## config.mk

```make
export PLATFORM = sky130hd
export DESIGN_NAME = id_stage
export DESIGN_NICKNAME = d
export VERILOG_FILES = /design/src/rtl/id_pkg.sv /design/src/rtl/inst_decoder.sv /design/src/rtl/branch_unit.sv /design/src/rtl/operand_select.sv /design/src/rtl/id_ex_reg.sv /design/src/rtl/id_stage.sv
export SDC_FILE = /design/constraint.sdc
export NUM_CORES = 1
export LEC_CHECK = 0
export ABC_AREA = 1
export ABC_CLOCK_PERIOD_IN_PS = 4300
export BUFFER_PORTS_ARGS = -buffer_cell sky130_fd_sc_hd__buf_2
export CAP_MARGIN = 15
export CELL_PAD_IN_SITES_DETAIL_PLACEMENT = 0
export CELL_PAD_IN_SITES_GLOBAL_PLACEMENT = 1
export CORE_MARGIN = 2
export CORE_UTILIZATION = 38
export DETAILED_ROUTE_END_ITERATION = 8
export PLACE_DENSITY_LB_ADDON = 0.1
export SYNTH_ARGS = -nofsm -noshare
export SYNTH_HDL_FRONTEND = slang
export SYNTH_SLANG_ARGS = --single-unit
export TNS_END_PERCENT = 1
```

## constraint.sdc

```tcl
create_clock -name clk -period 4.3 [get_ports clk]
set_input_delay 0 -clock clk [delete_from_list [all_inputs] [get_ports clk]]
set_output_delay 0 -clock clk [all_outputs]
set_load 0.005 [all_outputs]
```

## src/rtl/id_pkg.sv

```systemverilog
package id_pkg;

	localparam int XLEN   = 32;
	localparam int REG_AW = 5;
	localparam int OPC_W  = 6;	// opcode and funct width
	localparam int IMM_W  = 16;
	localparam int JIDX_W = 26;

	// field positions in the instruction word
	localparam int OPC_LSB = 26;
	localparam int RS_LSB  = 21;
	localparam int RT_LSB  = 16;
	localparam int RD_LSB  = 11;
	localparam int SA_LSB  = 6;

	localparam logic [REG_AW-1:0] LINK_REG    = 5'd31;
	localparam logic [XLEN-1:0]   LINK_OFFSET = 32'd8;	// return past the delay slot

	typedef enum logic [OPC_W-1:0] {
		OP_SPECIAL = 6'h00, OP_REGIMM = 6'h01, OP_J     = 6'h02, OP_JAL   = 6'h03,
		OP_BEQ     = 6'h04, OP_BNE    = 6'h05, OP_BLEZ  = 6'h06, OP_BGTZ  = 6'h07,
		OP_ADDI    = 6'h08, OP_ADDIU  = 6'h09, OP_SLTI  = 6'h0a, OP_SLTIU = 6'h0b,
		OP_ANDI    = 6'h0c, OP_ORI    = 6'h0d, OP_XORI  = 6'h0e, OP_LUI   = 6'h0f,
		OP_LB      = 6'h20, OP_LH     = 6'h21, OP_LW    = 6'h23, OP_LBU   = 6'h24,
		OP_LHU     = 6'h25, OP_SB     = 6'h28, OP_SH    = 6'h29, OP_SW    = 6'h2b
	} opcode_e;

	typedef enum logic [OPC_W-1:0] {
		FN_SLL  = 6'h00, FN_SRL  = 6'h02, FN_SRA  = 6'h03, FN_SLLV = 6'h04,
		FN_SRLV = 6'h06, FN_SRAV = 6'h07, FN_JR   = 6'h08, FN_JALR = 6'h09,
		FN_ADD  = 6'h20, FN_ADDU = 6'h21, FN_SUB  = 6'h22, FN_SUBU = 6'h23,
		FN_AND  = 6'h24, FN_OR   = 6'h25, FN_XOR  = 6'h26, FN_NOR  = 6'h27,
		FN_SLT  = 6'h2a, FN_SLTU = 6'h2b
	} funct_e;

	// bit 4 of the rt code marks the linking forms
	typedef enum logic [REG_AW-1:0] {
		RI_BLTZ   = 5'h00,
		RI_BGEZ   = 5'h01,
		RI_BLTZAL = 5'h10,
		RI_BGEZAL = 5'h11
	} regimm_e;

	typedef enum logic [3:0] {
		ALU_NOP = 4'd0, ALU_ADD, ALU_SUB, ALU_SLT, ALU_SLTU, ALU_AND, ALU_NOR,
		ALU_OR, ALU_XOR, ALU_SLL, ALU_SRL, ALU_SRA, ALU_LUI
	} alu_op_e;

	typedef enum logic [3:0] {
		MEM_NONE = 4'd0, MEM_LB, MEM_LBU, MEM_LH, MEM_LHU, MEM_LW, MEM_SB, MEM_SH, MEM_SW
	} mem_op_e;

	typedef enum logic [2:0] {
		BR_NONE,
		BR_REL,	// pc relative
		BR_ABS,	// 26-bit jump index
		BR_REG
	} br_kind_e;

endpackage

```

## src/rtl/inst_decoder.sv

```systemverilog
`timescale 1ns/100ps

module inst_decoder
	import id_pkg::*;
(
	input  logic              if_flush_i,
	input  logic [XLEN-1:0]   inst_i,
	output logic [REG_AW-1:0] reg1addr_o,
	output logic [REG_AW-1:0] reg2addr_o,
	output logic              ren1_o,
	output logic              ren2_o,
	output br_kind_e          br_kind_o,
	output logic [OPC_W-1:0]  br_cond_o,
	output logic              src1_is_sa_o,
	output logic              src1_is_pc_o,
	output logic              src2_is_imm_s_o,
	output logic              src2_is_imm_u_o,
	output logic              src2_is_8_o,
	output logic              waddr_is_31_o,
	output logic              waddr_is_rt_o,
	output alu_op_e           alu_op_o,
	output mem_op_e           mem_op_o,
	output logic              wren_o,
	output logic              nofwd_o
);

	logic [XLEN-1:0]   inst;
	opcode_e           opcode;
	funct_e            funct;
	regimm_e           rt_code;
	logic [REG_AW-1:0] rs;
	logic [REG_AW-1:0] rt;
	logic [REG_AW-1:0] rd;
	logic [REG_AW-1:0] sa;
	logic              nop;
	alu_op_e           r_op;
	logic              alu_imm;
	logic              load;
	logic              store;
	logic              link;

	assign inst    = if_flush_i ? '0 : inst_i;	// squashed slot decodes as nop
	assign opcode  = opcode_e'(inst[OPC_LSB +: OPC_W]);
	assign funct   = funct_e'(inst[OPC_W-1:0]);
	assign rs      = inst[RS_LSB +: REG_AW];
	assign rt      = inst[RT_LSB +: REG_AW];
	assign rd      = inst[RD_LSB +: REG_AW];
	assign sa      = inst[SA_LSB +: REG_AW];
	assign rt_code = regimm_e'(rt);
	assign nop     = (inst == '0);

	assign reg1addr_o = rs;
	assign reg2addr_o = rt;

	always_comb begin
		case (funct)
			FN_ADD, FN_ADDU: r_op = ALU_ADD;
			FN_SUB, FN_SUBU: r_op = ALU_SUB;
			FN_SLT:          r_op = ALU_SLT;
			FN_SLTU:         r_op = ALU_SLTU;
			FN_AND:          r_op = ALU_AND;
			FN_OR:           r_op = ALU_OR;
			FN_XOR:          r_op = ALU_XOR;
			FN_NOR:          r_op = ALU_NOR;
			FN_SLL, FN_SLLV: r_op = ALU_SLL;
			FN_SRL, FN_SRLV: r_op = ALU_SRL;
			FN_SRA, FN_SRAV: r_op = ALU_SRA;
			default:         r_op = ALU_NOP;	// jr, jalr and unknown codes
		endcase
	end

	always_comb begin
		alu_op_o        = ALU_NOP;
		mem_op_o        = MEM_NONE;
		br_kind_o       = BR_NONE;
		br_cond_o       = '0;
		ren1_o          = 1'b0;
		ren2_o          = 1'b0;
		src1_is_sa_o    = 1'b0;
		src1_is_pc_o    = 1'b0;
		src2_is_imm_s_o = 1'b0;
		src2_is_imm_u_o = 1'b0;
		src2_is_8_o     = 1'b0;
		waddr_is_31_o   = 1'b0;
		waddr_is_rt_o   = 1'b0;
		wren_o          = 1'b0;
		nofwd_o         = 1'b0;
		alu_imm         = 1'b0;
		load            = 1'b0;
		store           = 1'b0;
		link            = 1'b0;

		case (opcode)
			OP_SPECIAL: begin
				case (funct)
					FN_SLL, FN_SRL, FN_SRA: if (rs == '0 && !nop) begin
						alu_op_o     = r_op;
						src1_is_sa_o = 1'b1;
						ren2_o       = 1'b1;
						wren_o       = 1'b1;
					end
					FN_JR: if (rt == '0 && rd == '0 && sa == '0) begin
						br_kind_o = BR_REG;
						ren1_o    = 1'b1;
					end
					FN_JALR: if (rt == '0 && sa == '0) begin
						br_kind_o = BR_REG;
						ren1_o    = 1'b1;
						link      = 1'b1;
					end
					default: if (sa == '0 && r_op != ALU_NOP) begin
						alu_op_o = r_op;
						ren1_o   = 1'b1;
						ren2_o   = 1'b1;
						wren_o   = 1'b1;	// writes rd
					end
				endcase
			end
			OP_REGIMM: if (rt_code inside {RI_BLTZ, RI_BGEZ, RI_BLTZAL, RI_BGEZAL}) begin
				br_kind_o = BR_REL;
				br_cond_o = {1'b0, rt};
				ren1_o    = 1'b1;
				link      = rt[4];
			end
			OP_J: br_kind_o = BR_ABS;
			OP_JAL: begin
				br_kind_o = BR_ABS;
				link      = 1'b1;
			end
			OP_BEQ, OP_BNE: begin
				br_kind_o = BR_REL;
				br_cond_o = opcode;
				ren1_o    = 1'b1;
				ren2_o    = 1'b1;
			end
			OP_BLEZ, OP_BGTZ: if (rt == '0) begin
				br_kind_o = BR_REL;
				br_cond_o = opcode;
				ren1_o    = 1'b1;
			end
			OP_ADDI, OP_ADDIU: begin
				alu_op_o        = ALU_ADD;
				src2_is_imm_s_o = 1'b1;
				alu_imm         = 1'b1;
			end
			OP_SLTI: begin
				alu_op_o        = ALU_SLT;
				src2_is_imm_s_o = 1'b1;
				alu_imm         = 1'b1;
			end
			OP_SLTIU: begin
				alu_op_o        = ALU_SLTU;
				src2_is_imm_s_o = 1'b1;
				alu_imm         = 1'b1;
			end
			OP_ANDI: begin
				alu_op_o        = ALU_AND;
				src2_is_imm_u_o = 1'b1;
				alu_imm         = 1'b1;
			end
			OP_ORI: begin
				alu_op_o        = ALU_OR;
				src2_is_imm_u_o = 1'b1;
				alu_imm         = 1'b1;
			end
			OP_XORI: begin
				alu_op_o        = ALU_XOR;
				src2_is_imm_u_o = 1'b1;
				alu_imm         = 1'b1;
			end
			OP_LUI: if (rs == '0) begin
				alu_op_o        = ALU_LUI;
				src2_is_imm_u_o = 1'b1;
				alu_imm         = 1'b1;
			end
			OP_LB: begin
				mem_op_o = MEM_LB;
				load     = 1'b1;
			end
			OP_LBU: begin
				mem_op_o = MEM_LBU;
				load     = 1'b1;
			end
			OP_LH: begin
				mem_op_o = MEM_LH;
				load     = 1'b1;
			end
			OP_LHU: begin
				mem_op_o = MEM_LHU;
				load     = 1'b1;
			end
			OP_LW: begin
				mem_op_o = MEM_LW;
				load     = 1'b1;
			end
			OP_SB: begin
				mem_op_o = MEM_SB;
				store    = 1'b1;
			end
			OP_SH: begin
				mem_op_o = MEM_SH;
				store    = 1'b1;
			end
			OP_SW: begin
				mem_op_o = MEM_SW;
				store    = 1'b1;
			end
			default: ;
		endcase

		if (alu_imm) begin
			ren1_o        = (opcode != OP_LUI);
			waddr_is_rt_o = 1'b1;
			wren_o        = 1'b1;
		end
		if (load || store) begin
			alu_op_o        = ALU_ADD;	// address calc
			src2_is_imm_s_o = 1'b1;
			ren1_o          = 1'b1;
		end
		if (load) begin
			waddr_is_rt_o = 1'b1;
			wren_o        = 1'b1;
			nofwd_o       = 1'b1;	// data only after mem
		end
		if (store)
			ren2_o = 1'b1;
		if (link) begin
			alu_op_o      = ALU_ADD;	// pc + 8
			src1_is_pc_o  = 1'b1;
			src2_is_8_o   = 1'b1;
			waddr_is_31_o = 1'b1;
			wren_o        = 1'b1;
		end
	end

endmodule

```

## src/rtl/branch_unit.sv

```systemverilog
`timescale 1ns/100ps

module branch_unit
	import id_pkg::*;
(
	input  logic [XLEN-1:0]  pc_i,
	input  logic [XLEN-1:0]  inst_i,
	input  logic [XLEN-1:0]  reg1data_i,
	input  logic [XLEN-1:0]  reg2data_i,
	input  br_kind_e         br_kind_i,
	input  logic [OPC_W-1:0] br_cond_i,
	output logic             branch_en_o,
	output logic [XLEN-1:0]  branch_pc_o,
	output logic             next_inslot_o
);

	logic [XLEN-1:0] pcp4;
	logic [XLEN-1:0] rel_target;
	logic [XLEN-1:0] abs_target;
	logic            eq;
	logic            ltz;
	logic            lez;
	logic            cond;

	assign pcp4       = pc_i + 32'd4;
	assign rel_target = pcp4 + {{(XLEN-IMM_W-2){inst_i[IMM_W-1]}}, inst_i[IMM_W-1:0], 2'b00};
	assign abs_target = {pcp4[XLEN-1 -: 4], inst_i[JIDX_W-1:0], 2'b00};

	assign eq  = (reg1data_i == reg2data_i);
	assign ltz = reg1data_i[XLEN-1];
	assign lez = ltz || (reg1data_i == '0);

	// regimm codes sit in the low five bits, clear of the opcode values
	always_comb begin
		case (br_cond_i)
			OP_BEQ:                              cond = eq;
			OP_BNE:                              cond = ~eq;
			OP_BLEZ:                             cond = lez;
			OP_BGTZ:                             cond = ~lez;
			{1'b0, RI_BLTZ}, {1'b0, RI_BLTZAL}: cond = ltz;
			{1'b0, RI_BGEZ}, {1'b0, RI_BGEZAL}: cond = ~ltz;
			default:                             cond = 1'b0;
		endcase
	end

	always_comb begin
		case (br_kind_i)
			BR_REL: begin
				branch_en_o = cond;
				branch_pc_o = rel_target;
			end
			BR_ABS: begin
				branch_en_o = 1'b1;
				branch_pc_o = abs_target;
			end
			default: begin
				branch_en_o = (br_kind_i == BR_REG);
				branch_pc_o = reg1data_i;
			end
		endcase
	end

	assign next_inslot_o = (br_kind_i != BR_NONE);	// delay slot even when not taken

endmodule

```

## src/rtl/operand_select.sv

```systemverilog
`timescale 1ns/100ps

module operand_select
	import id_pkg::*;
(
	input  logic [XLEN-1:0]   pc_i,
	input  logic [XLEN-1:0]   inst_i,
	input  logic [XLEN-1:0]   reg1data_i,
	input  logic [XLEN-1:0]   reg2data_i,
	input  logic              src1_is_sa_i,
	input  logic              src1_is_pc_i,
	input  logic              src2_is_imm_s_i,
	input  logic              src2_is_imm_u_i,
	input  logic              src2_is_8_i,
	input  logic              waddr_is_31_i,
	input  logic              waddr_is_rt_i,
	output logic [XLEN-1:0]   opr1_o,
	output logic [XLEN-1:0]   opr2_o,
	output logic [XLEN-1:0]   offset_o,
	output logic [REG_AW-1:0] waddr_o
);

	logic [XLEN-1:0]   sign_ext;
	logic [XLEN-1:0]   zero_ext;
	logic [XLEN-1:0]   sa_ext;
	logic [REG_AW-1:0] rt;
	logic [REG_AW-1:0] rd;

	assign sign_ext = {{(XLEN-IMM_W){inst_i[IMM_W-1]}}, inst_i[IMM_W-1:0]};
	assign zero_ext = {{(XLEN-IMM_W){1'b0}}, inst_i[IMM_W-1:0]};
	assign sa_ext   = {{(XLEN-REG_AW){1'b0}}, inst_i[SA_LSB +: REG_AW]};
	assign rt       = inst_i[RT_LSB +: REG_AW];
	assign rd       = inst_i[RD_LSB +: REG_AW];

	assign opr1_o = src1_is_sa_i ? sa_ext :
			src1_is_pc_i ? pc_i :
			reg1data_i;

	assign opr2_o = src2_is_imm_s_i ? sign_ext :
			src2_is_imm_u_i ? zero_ext :	// lui shifts this in ex
			src2_is_8_i     ? LINK_OFFSET :
			reg2data_i;

	assign waddr_o = waddr_is_31_i ? LINK_REG :
			 waddr_is_rt_i ? rt :
			 rd;

	assign offset_o = sign_ext;	// load/store displacement

endmodule

```

## src/rtl/id_ex_reg.sv

```systemverilog
`timescale 1ns/100ps

module id_ex_reg
	import id_pkg::*;
(
	input  logic              clk,
	input  logic              rst_n_i,
	input  logic              stall_i,
	input  logic              flush_i,
	input  logic [XLEN-1:0]   pc_i,
	input  logic [XLEN-1:0]   opr1_i,
	input  logic [XLEN-1:0]   opr2_i,
	input  logic [XLEN-1:0]   offset_i,
	input  logic [XLEN-1:0]   rtvalue_i,
	input  logic [REG_AW-1:0] waddr_i,
	input  logic              wren_i,
	input  alu_op_e           alu_op_i,
	input  mem_op_e           mem_op_i,
	input  logic              nofwd_i,
	output logic [XLEN-1:0]   pc_o,
	output logic [XLEN-1:0]   opr1_o,
	output logic [XLEN-1:0]   opr2_o,
	output logic [XLEN-1:0]   offset_o,
	output logic [XLEN-1:0]   rtvalue_o,
	output logic [REG_AW-1:0] waddr_o,
	output logic              wren_o,
	output alu_op_e           alu_op_o,
	output mem_op_e           mem_op_o,
	output logic              nofwd_o
);

	logic bubble;

	// stall wins over flush, reset wins over both
	assign bubble = !rst_n_i || (flush_i && !stall_i);

	always_ff @(posedge clk) begin
		if (bubble) begin
			pc_o      <= '0;
			opr1_o    <= '0;
			opr2_o    <= '0;
			offset_o  <= '0;
			rtvalue_o <= '0;
			waddr_o   <= '0;
			wren_o    <= 1'b0;
			alu_op_o  <= ALU_NOP;
			mem_op_o  <= MEM_NONE;
			nofwd_o   <= 1'b0;
		end else if (!stall_i) begin
			pc_o      <= pc_i;
			opr1_o    <= opr1_i;
			opr2_o    <= opr2_i;
			offset_o  <= offset_i;
			rtvalue_o <= rtvalue_i;	// store data
			waddr_o   <= waddr_i;
			wren_o    <= wren_i;
			alu_op_o  <= alu_op_i;
			mem_op_o  <= mem_op_i;
			nofwd_o   <= nofwd_i;
		end
	end

endmodule

```

## src/rtl/id_stage.sv

```systemverilog
`timescale 1ns/100ps

module id_stage
	import id_pkg::*;
(
	input  logic              clk,
	input  logic              rst_n_i,
	input  logic              if_flush_i,
	input  logic              id_flush_i,
	input  logic              id_stall_i,
	input  logic [XLEN-1:0]   id_pc_i,
	input  logic [XLEN-1:0]   id_inst_i,
	input  logic [XLEN-1:0]   id_reg1data_i,
	input  logic [XLEN-1:0]   id_reg2data_i,
	output logic [REG_AW-1:0] id_reg1addr_o,
	output logic [REG_AW-1:0] id_reg2addr_o,
	output logic              id_ren1_o,
	output logic              id_ren2_o,
	output logic              id_branch_en_o,
	output logic [XLEN-1:0]   id_branch_pc_o,
	output logic              id_next_inslot_o,
	output logic [XLEN-1:0]   id_pc_o,
	output logic [XLEN-1:0]   id_opr1_o,
	output logic [XLEN-1:0]   id_opr2_o,
	output logic [XLEN-1:0]   id_offset_o,
	output logic [XLEN-1:0]   id_rtvalue_o,
	output logic              id_wren_o,
	output logic [REG_AW-1:0] id_waddr_o,
	output alu_op_e           id_aluop_o,
	output mem_op_e           id_memop_o,
	output logic              id_nofwd_o
);

	br_kind_e          br_kind;
	logic [OPC_W-1:0]  br_cond;
	logic              src1_is_sa;
	logic              src1_is_pc;
	logic              src2_is_imm_s;
	logic              src2_is_imm_u;
	logic              src2_is_8;
	logic              waddr_is_31;
	logic              waddr_is_rt;
	alu_op_e           alu_op;
	mem_op_e           mem_op;
	logic              wren;
	logic              nofwd;
	logic [XLEN-1:0]   opr1;
	logic [XLEN-1:0]   opr2;
	logic [XLEN-1:0]   offset;
	logic [REG_AW-1:0] waddr;

	inst_decoder inst_decoder_inst (
		.if_flush_i      (if_flush_i),
		.inst_i          (id_inst_i),
		.reg1addr_o      (id_reg1addr_o),
		.reg2addr_o      (id_reg2addr_o),
		.ren1_o          (id_ren1_o),
		.ren2_o          (id_ren2_o),
		.br_kind_o       (br_kind),
		.br_cond_o       (br_cond),
		.src1_is_sa_o    (src1_is_sa),
		.src1_is_pc_o    (src1_is_pc),
		.src2_is_imm_s_o (src2_is_imm_s),
		.src2_is_imm_u_o (src2_is_imm_u),
		.src2_is_8_o     (src2_is_8),
		.waddr_is_31_o   (waddr_is_31),
		.waddr_is_rt_o   (waddr_is_rt),
		.alu_op_o        (alu_op),
		.mem_op_o        (mem_op),
		.wren_o          (wren),
		.nofwd_o         (nofwd)
	);

	branch_unit branch_unit_inst (
		.pc_i          (id_pc_i),
		.inst_i        (id_inst_i),
		.reg1data_i    (id_reg1data_i),
		.reg2data_i    (id_reg2data_i),
		.br_kind_i     (br_kind),
		.br_cond_i     (br_cond),
		.branch_en_o   (id_branch_en_o),
		.branch_pc_o   (id_branch_pc_o),
		.next_inslot_o (id_next_inslot_o)
	);

	operand_select operand_select_inst (
		.pc_i            (id_pc_i),
		.inst_i          (id_inst_i),
		.reg1data_i      (id_reg1data_i),
		.reg2data_i      (id_reg2data_i),
		.src1_is_sa_i    (src1_is_sa),
		.src1_is_pc_i    (src1_is_pc),
		.src2_is_imm_s_i (src2_is_imm_s),
		.src2_is_imm_u_i (src2_is_imm_u),
		.src2_is_8_i     (src2_is_8),
		.waddr_is_31_i   (waddr_is_31),
		.waddr_is_rt_i   (waddr_is_rt),
		.opr1_o          (opr1),
		.opr2_o          (opr2),
		.offset_o        (offset),
		.waddr_o         (waddr)
	);

	id_ex_reg id_ex_reg_inst (
		.clk       (clk),
		.rst_n_i   (rst_n_i),
		.stall_i   (id_stall_i),
		.flush_i   (id_flush_i),
		.pc_i      (id_pc_i),
		.opr1_i    (opr1),
		.opr2_i    (opr2),
		.offset_i  (offset),
		.rtvalue_i (id_reg2data_i),
		.waddr_i   (waddr),
		.wren_i    (wren),
		.alu_op_i  (alu_op),
		.mem_op_i  (mem_op),
		.nofwd_i   (nofwd),
		.pc_o      (id_pc_o),
		.opr1_o    (id_opr1_o),
		.opr2_o    (id_opr2_o),
		.offset_o  (id_offset_o),
		.rtvalue_o (id_rtvalue_o),
		.waddr_o   (id_waddr_o),
		.wren_o    (id_wren_o),
		.alu_op_o  (id_aluop_o),
		.mem_op_o  (id_memop_o),
		.nofwd_o   (id_nofwd_o)
	);

endmodule

```

==> results.txt <==
Area share of the largest cell type after synthesis -> 28.25%
Die Area -> 0.03104 sq mm
Worst r2r path cells -> 5
Type of origin of the critical path -> input pin
Run status -> finished, final reports clean
Critical Path RT -> 4.30 ns
Fin nets -> 2372
Die height -> 176.2 microns
Slew @ Worst Pin -> 0.9915 ns
Syn Nets -> 2006
Worst r2r src -> id_ex_reg_inst.opr1_o[0]
Crit-path max cell delay -> 0.52 ns
Synth Cell Area -> 0.01127 sq mm
Final ANT Viol Nets -> 0
Final min period -> 3.962 ns
Avg WL per Cell -> 19.48 microns
First-pass GRT wire length -> 73.29 mm
Period utilisation layout -> 92.15%
Yosys warning count -> 0
DR vias/cell -> 5.272
Utilization after layout -> 49.39%
Worst hold path type -> input pin to flop
CTS Buffer Depth -> 2
Worst skew pair latency -> 0.43 ns
CP most frequent cell -> nand2_1
Total CTS buffers -> 17
Peak VDD IR -> 0.2714 mV
Port Buffers -> 353
RSZ-0062 raised after global routing -> yes
Hold path depth -> 5
CTS tree -> yes
Min-Delay Endpoint -> id_ex_reg_inst.waddr_o[3]
Ports -> 354
F_max -> 252.4 MHz
CTS Root Cell -> clkbuf_16
Area leader, netlist -> dfxtp_1
Distinct cells, synth -> 48
Skew final -> 0 ns
ANT cells -> 0
Kind of critical path -> input pin to output pin
PD cells -> 299.2 mW/mm^2
Worst EP arrival -> 3.96 ns
Grt total ovfl -> 0
Final Slew Violations -> 0
Final setup fails -> 0
WL final -> 50.67 mm
Detailed Route Iter0 Violations -> 1180
Slew margin rel. -> 33.90%
Slowest stage cell, crit path -> dlygate4sd3_1
Share of cells above drive strength 1 -> 20.04%
Crit path max-delay family -> simple AND/OR/NAND/NOR gates
Hpwl dp -> 39.73 mm
Initial Util -> 38.32%
Synth Instances -> 1832
Crit-path max FO -> 5
TritonRoute pass-1 iters -> 6
DR DRC count -> 0
Reg area -> 0.003183 sq mm
Total number of vias -> 13710
Initial antenna violation count -> 1
WP depth -> 22
Multi-input logic area -> 0.006878 sq mm
Area growth syn-to-layout -> 28.90%
Final TNS setup -> 0 ns
Row count -> 63
Synthesis-stage register bit count -> 159
R2r setup slk -> 2.97 ns
Top cells by area, synth -> dfxtp_1 28%, nand2_1 18%, a21oi_1 11%, inv_1 6.2%, nor2_1 5.4%
Pin count of the biggest net entering global routing -> 92
Area after DPL -> 0.01314 sq mm
CTS H-tree lvls -> 4
Buffers & Inverters on Critical Path -> 4
Die X -> 176.2 microns
Placer Congestion -> 0.9892
Hold Crit Start -> id_inst_i[19]
Design Area, Final -> 0.01452 sq mm
Reg2reg end -> id_ex_reg_inst.opr1_o[0]
Final hold vios -> 0
# fillers -> 3184
Worst-path clk slew -> 0.08 ns
Critical path, cell by cell -> dlygate4sd3_1 -> buf_2 -> ha_1 -> nand2_1 -> nor2_2 -> nand2_1 -> nor2_1 -> nand3_1 -> nor2_2 -> nand3_1 -> xor2_1 -> inv_1 -> ha_1 -> nand2_1 -> nor3_1 -> nand2_1 -> nor3_1 -> a21oi_1 -> nand2_1 -> nand3_1 -> a21oi_1 -> buf_2
Core ar. -> 0.02940 sq mm
Seq/Total Area, Yosys -> 28.25%
Num Clock Sinks -> 159
Leakage -> 7.257 nW
CP endpoint kind -> output pin
Max cap viols -> 0
Total Routing Usage GR -> 31.19%
Post-synthesis average cell area -> 6.149 sq um
Vias in the first global route -> 12290
-- worst reg2reg max path: cells and delay by family, from the launching register on --
kind | cells | cell delay [ns]
AND/OR/NAND/NOR | 2 | 0.15
buffers and inverters | 1 | 0.55
flip-flops | 1 | 0.32
AO/OA/AOI/OAI | 2 | 0.20
-- stage by stage --
stage / setup slack, ns / hold WS (ns) / total power, mW / std cells
after floorplan: 1.759 / 0.06694 / 2.265 / 1832
after global placement: 0.9846 / 0.2767 / 2.745 / 2492
after detailed placement: 0.9180 / 0.2812 / 2.748 / 2492
after CTS: 0.3476 / 0.01736 / 4.348 / 2600
after global routing: 0.004550 / 0.04151 / 4.558 / 2601
final: 0.3376 / 0.03564 / 4.344 / 2601
-- flip-flops by register name, indices dropped and copies added, names as in the netlist --
register                  cells
id_ex_reg_inst.wren_o         1
id_ex_reg_inst.nofwd_o        1
id_ex_reg_inst.rtvalue_o     32
id_ex_reg_inst.offset_o      16
id_ex_reg_inst.mem_op_o       4
id_ex_reg_inst.opr2_o        32
id_ex_reg_inst.opr1_o        32
id_ex_reg_inst.pc_o          32
id_ex_reg_inst.alu_op_o       4
id_ex_reg_inst.waddr_o        5
-- final cells by class --
cell class,count,area share [%]
multi-input cells,1380,47.36
flip-flops and latches,159,21.92
repair buffers,443,18.15
inverters,197,5.109
well taps,390,3.360
clock buffers,19,3.119
clock inverters,13,0.9823
-- worst max-delay path by stage --
stage | from | slack (ns) | end
floorplan | id_pc_i[2] | 1.76 | id_branch_pc_o[27]
detailed placement | id_pc_i[2] | 0.92 | id_branch_pc_o[31]
global route | id_pc_i[2] | 0.005 | id_branch_pc_o[25]
finish | id_pc_i[2] | 0.34 | id_branch_pc_o[31]
CTS | id_pc_i[2] | 0.35 | id_branch_pc_o[31]
global placement | id_pc_i[2] | 0.98 | id_branch_pc_o[31]
-- cell families after synthesis --
group                    Yosys count  synth area share [%]
buffers and inverters            293                 10.91
AND/OR/NAND/NOR                  891                 33.10
multiplexers                       1               0.08885
AO/OA/AOI/OAI                    407                 19.92
XOR/XNOR                          40                 3.110
adder cells (fa/ha/maj)           41                 4.620
flip-flops                       159                 28.25
-- layout by cell type, fill, tap and decap left out, drive strengths merged, types with 19 or more instances in the layout --
| master | synthesis | final |
|---|---|---|
| buf | 45 | 367 |
| clkbuf | 51 | 19 |
| nand4 | 30 | 30 |
| o21ai | 81 | 81 |
| nand3 | 109 | 109 |
| nor3 | 23 | 23 |
| a22oi | 45 | 45 |
| nor2 | 171 | 171 |
| dfxtp | 159 | 159 |
| xnor2 | 26 | 26 |
| a21oi | 247 | 247 |
| dlygate4sd3 | 0 | 76 |
| inv | 194 | 200 |
| ha | 40 | 40 |
| nand2 | 544 | 544 |
-- cell usage after synthesis, drive strengths merged --
master / number
or2: 2
a21boi: 2
a211oi: 2
xnor2: 26
buf: 45
o22ai: 3
nand2: 544
dfxtp: 159
nand3: 109
clkinv: 3
o21ai: 81
mux2i: 1
o21bai: 4
o21a: 2
nand3b: 7
nor3b: 1
inv: 194
clkbuf: 51
a221oi: 1
nor3: 23
nor2: 171
nand4: 30
fa: 1
a21oi: 247
o211ai: 8
xor2: 14
a21o: 5
or3: 1
nor4: 3
o221ai: 1
a22oi: 45
a31oi: 6
ha: 40
-- what timing repair did --
action                                  4_1_cts  5_1_grt
hold endpoints to repair                    113        0
buffers inserted                              0        0
hold buffers                                 76        0
gates resized for setup                       0        3
endpoints found under the setup margin        0        3
-- power by group --
group          switching [mW]  leakage, nW  total, mW  internal, mW
Combinational           0.773         5.66       1.20         0.428
Sequential             0.0399         1.30       1.59          1.55
Clock                   0.748        0.289       1.56         0.808
Total                    1.56         7.26       4.34          2.78
-- layer usage --
layer	part of all wire [%]	global-route usage, %	up-vias
met5	0	0	-
li1	-	-	6721
met3	6.6	4.651	92
met2	47	52.22	566
met1	42	39.81	6334
met4	4.3	13.64	0
No activity file was read; power rests on OpenSTA's default activity.
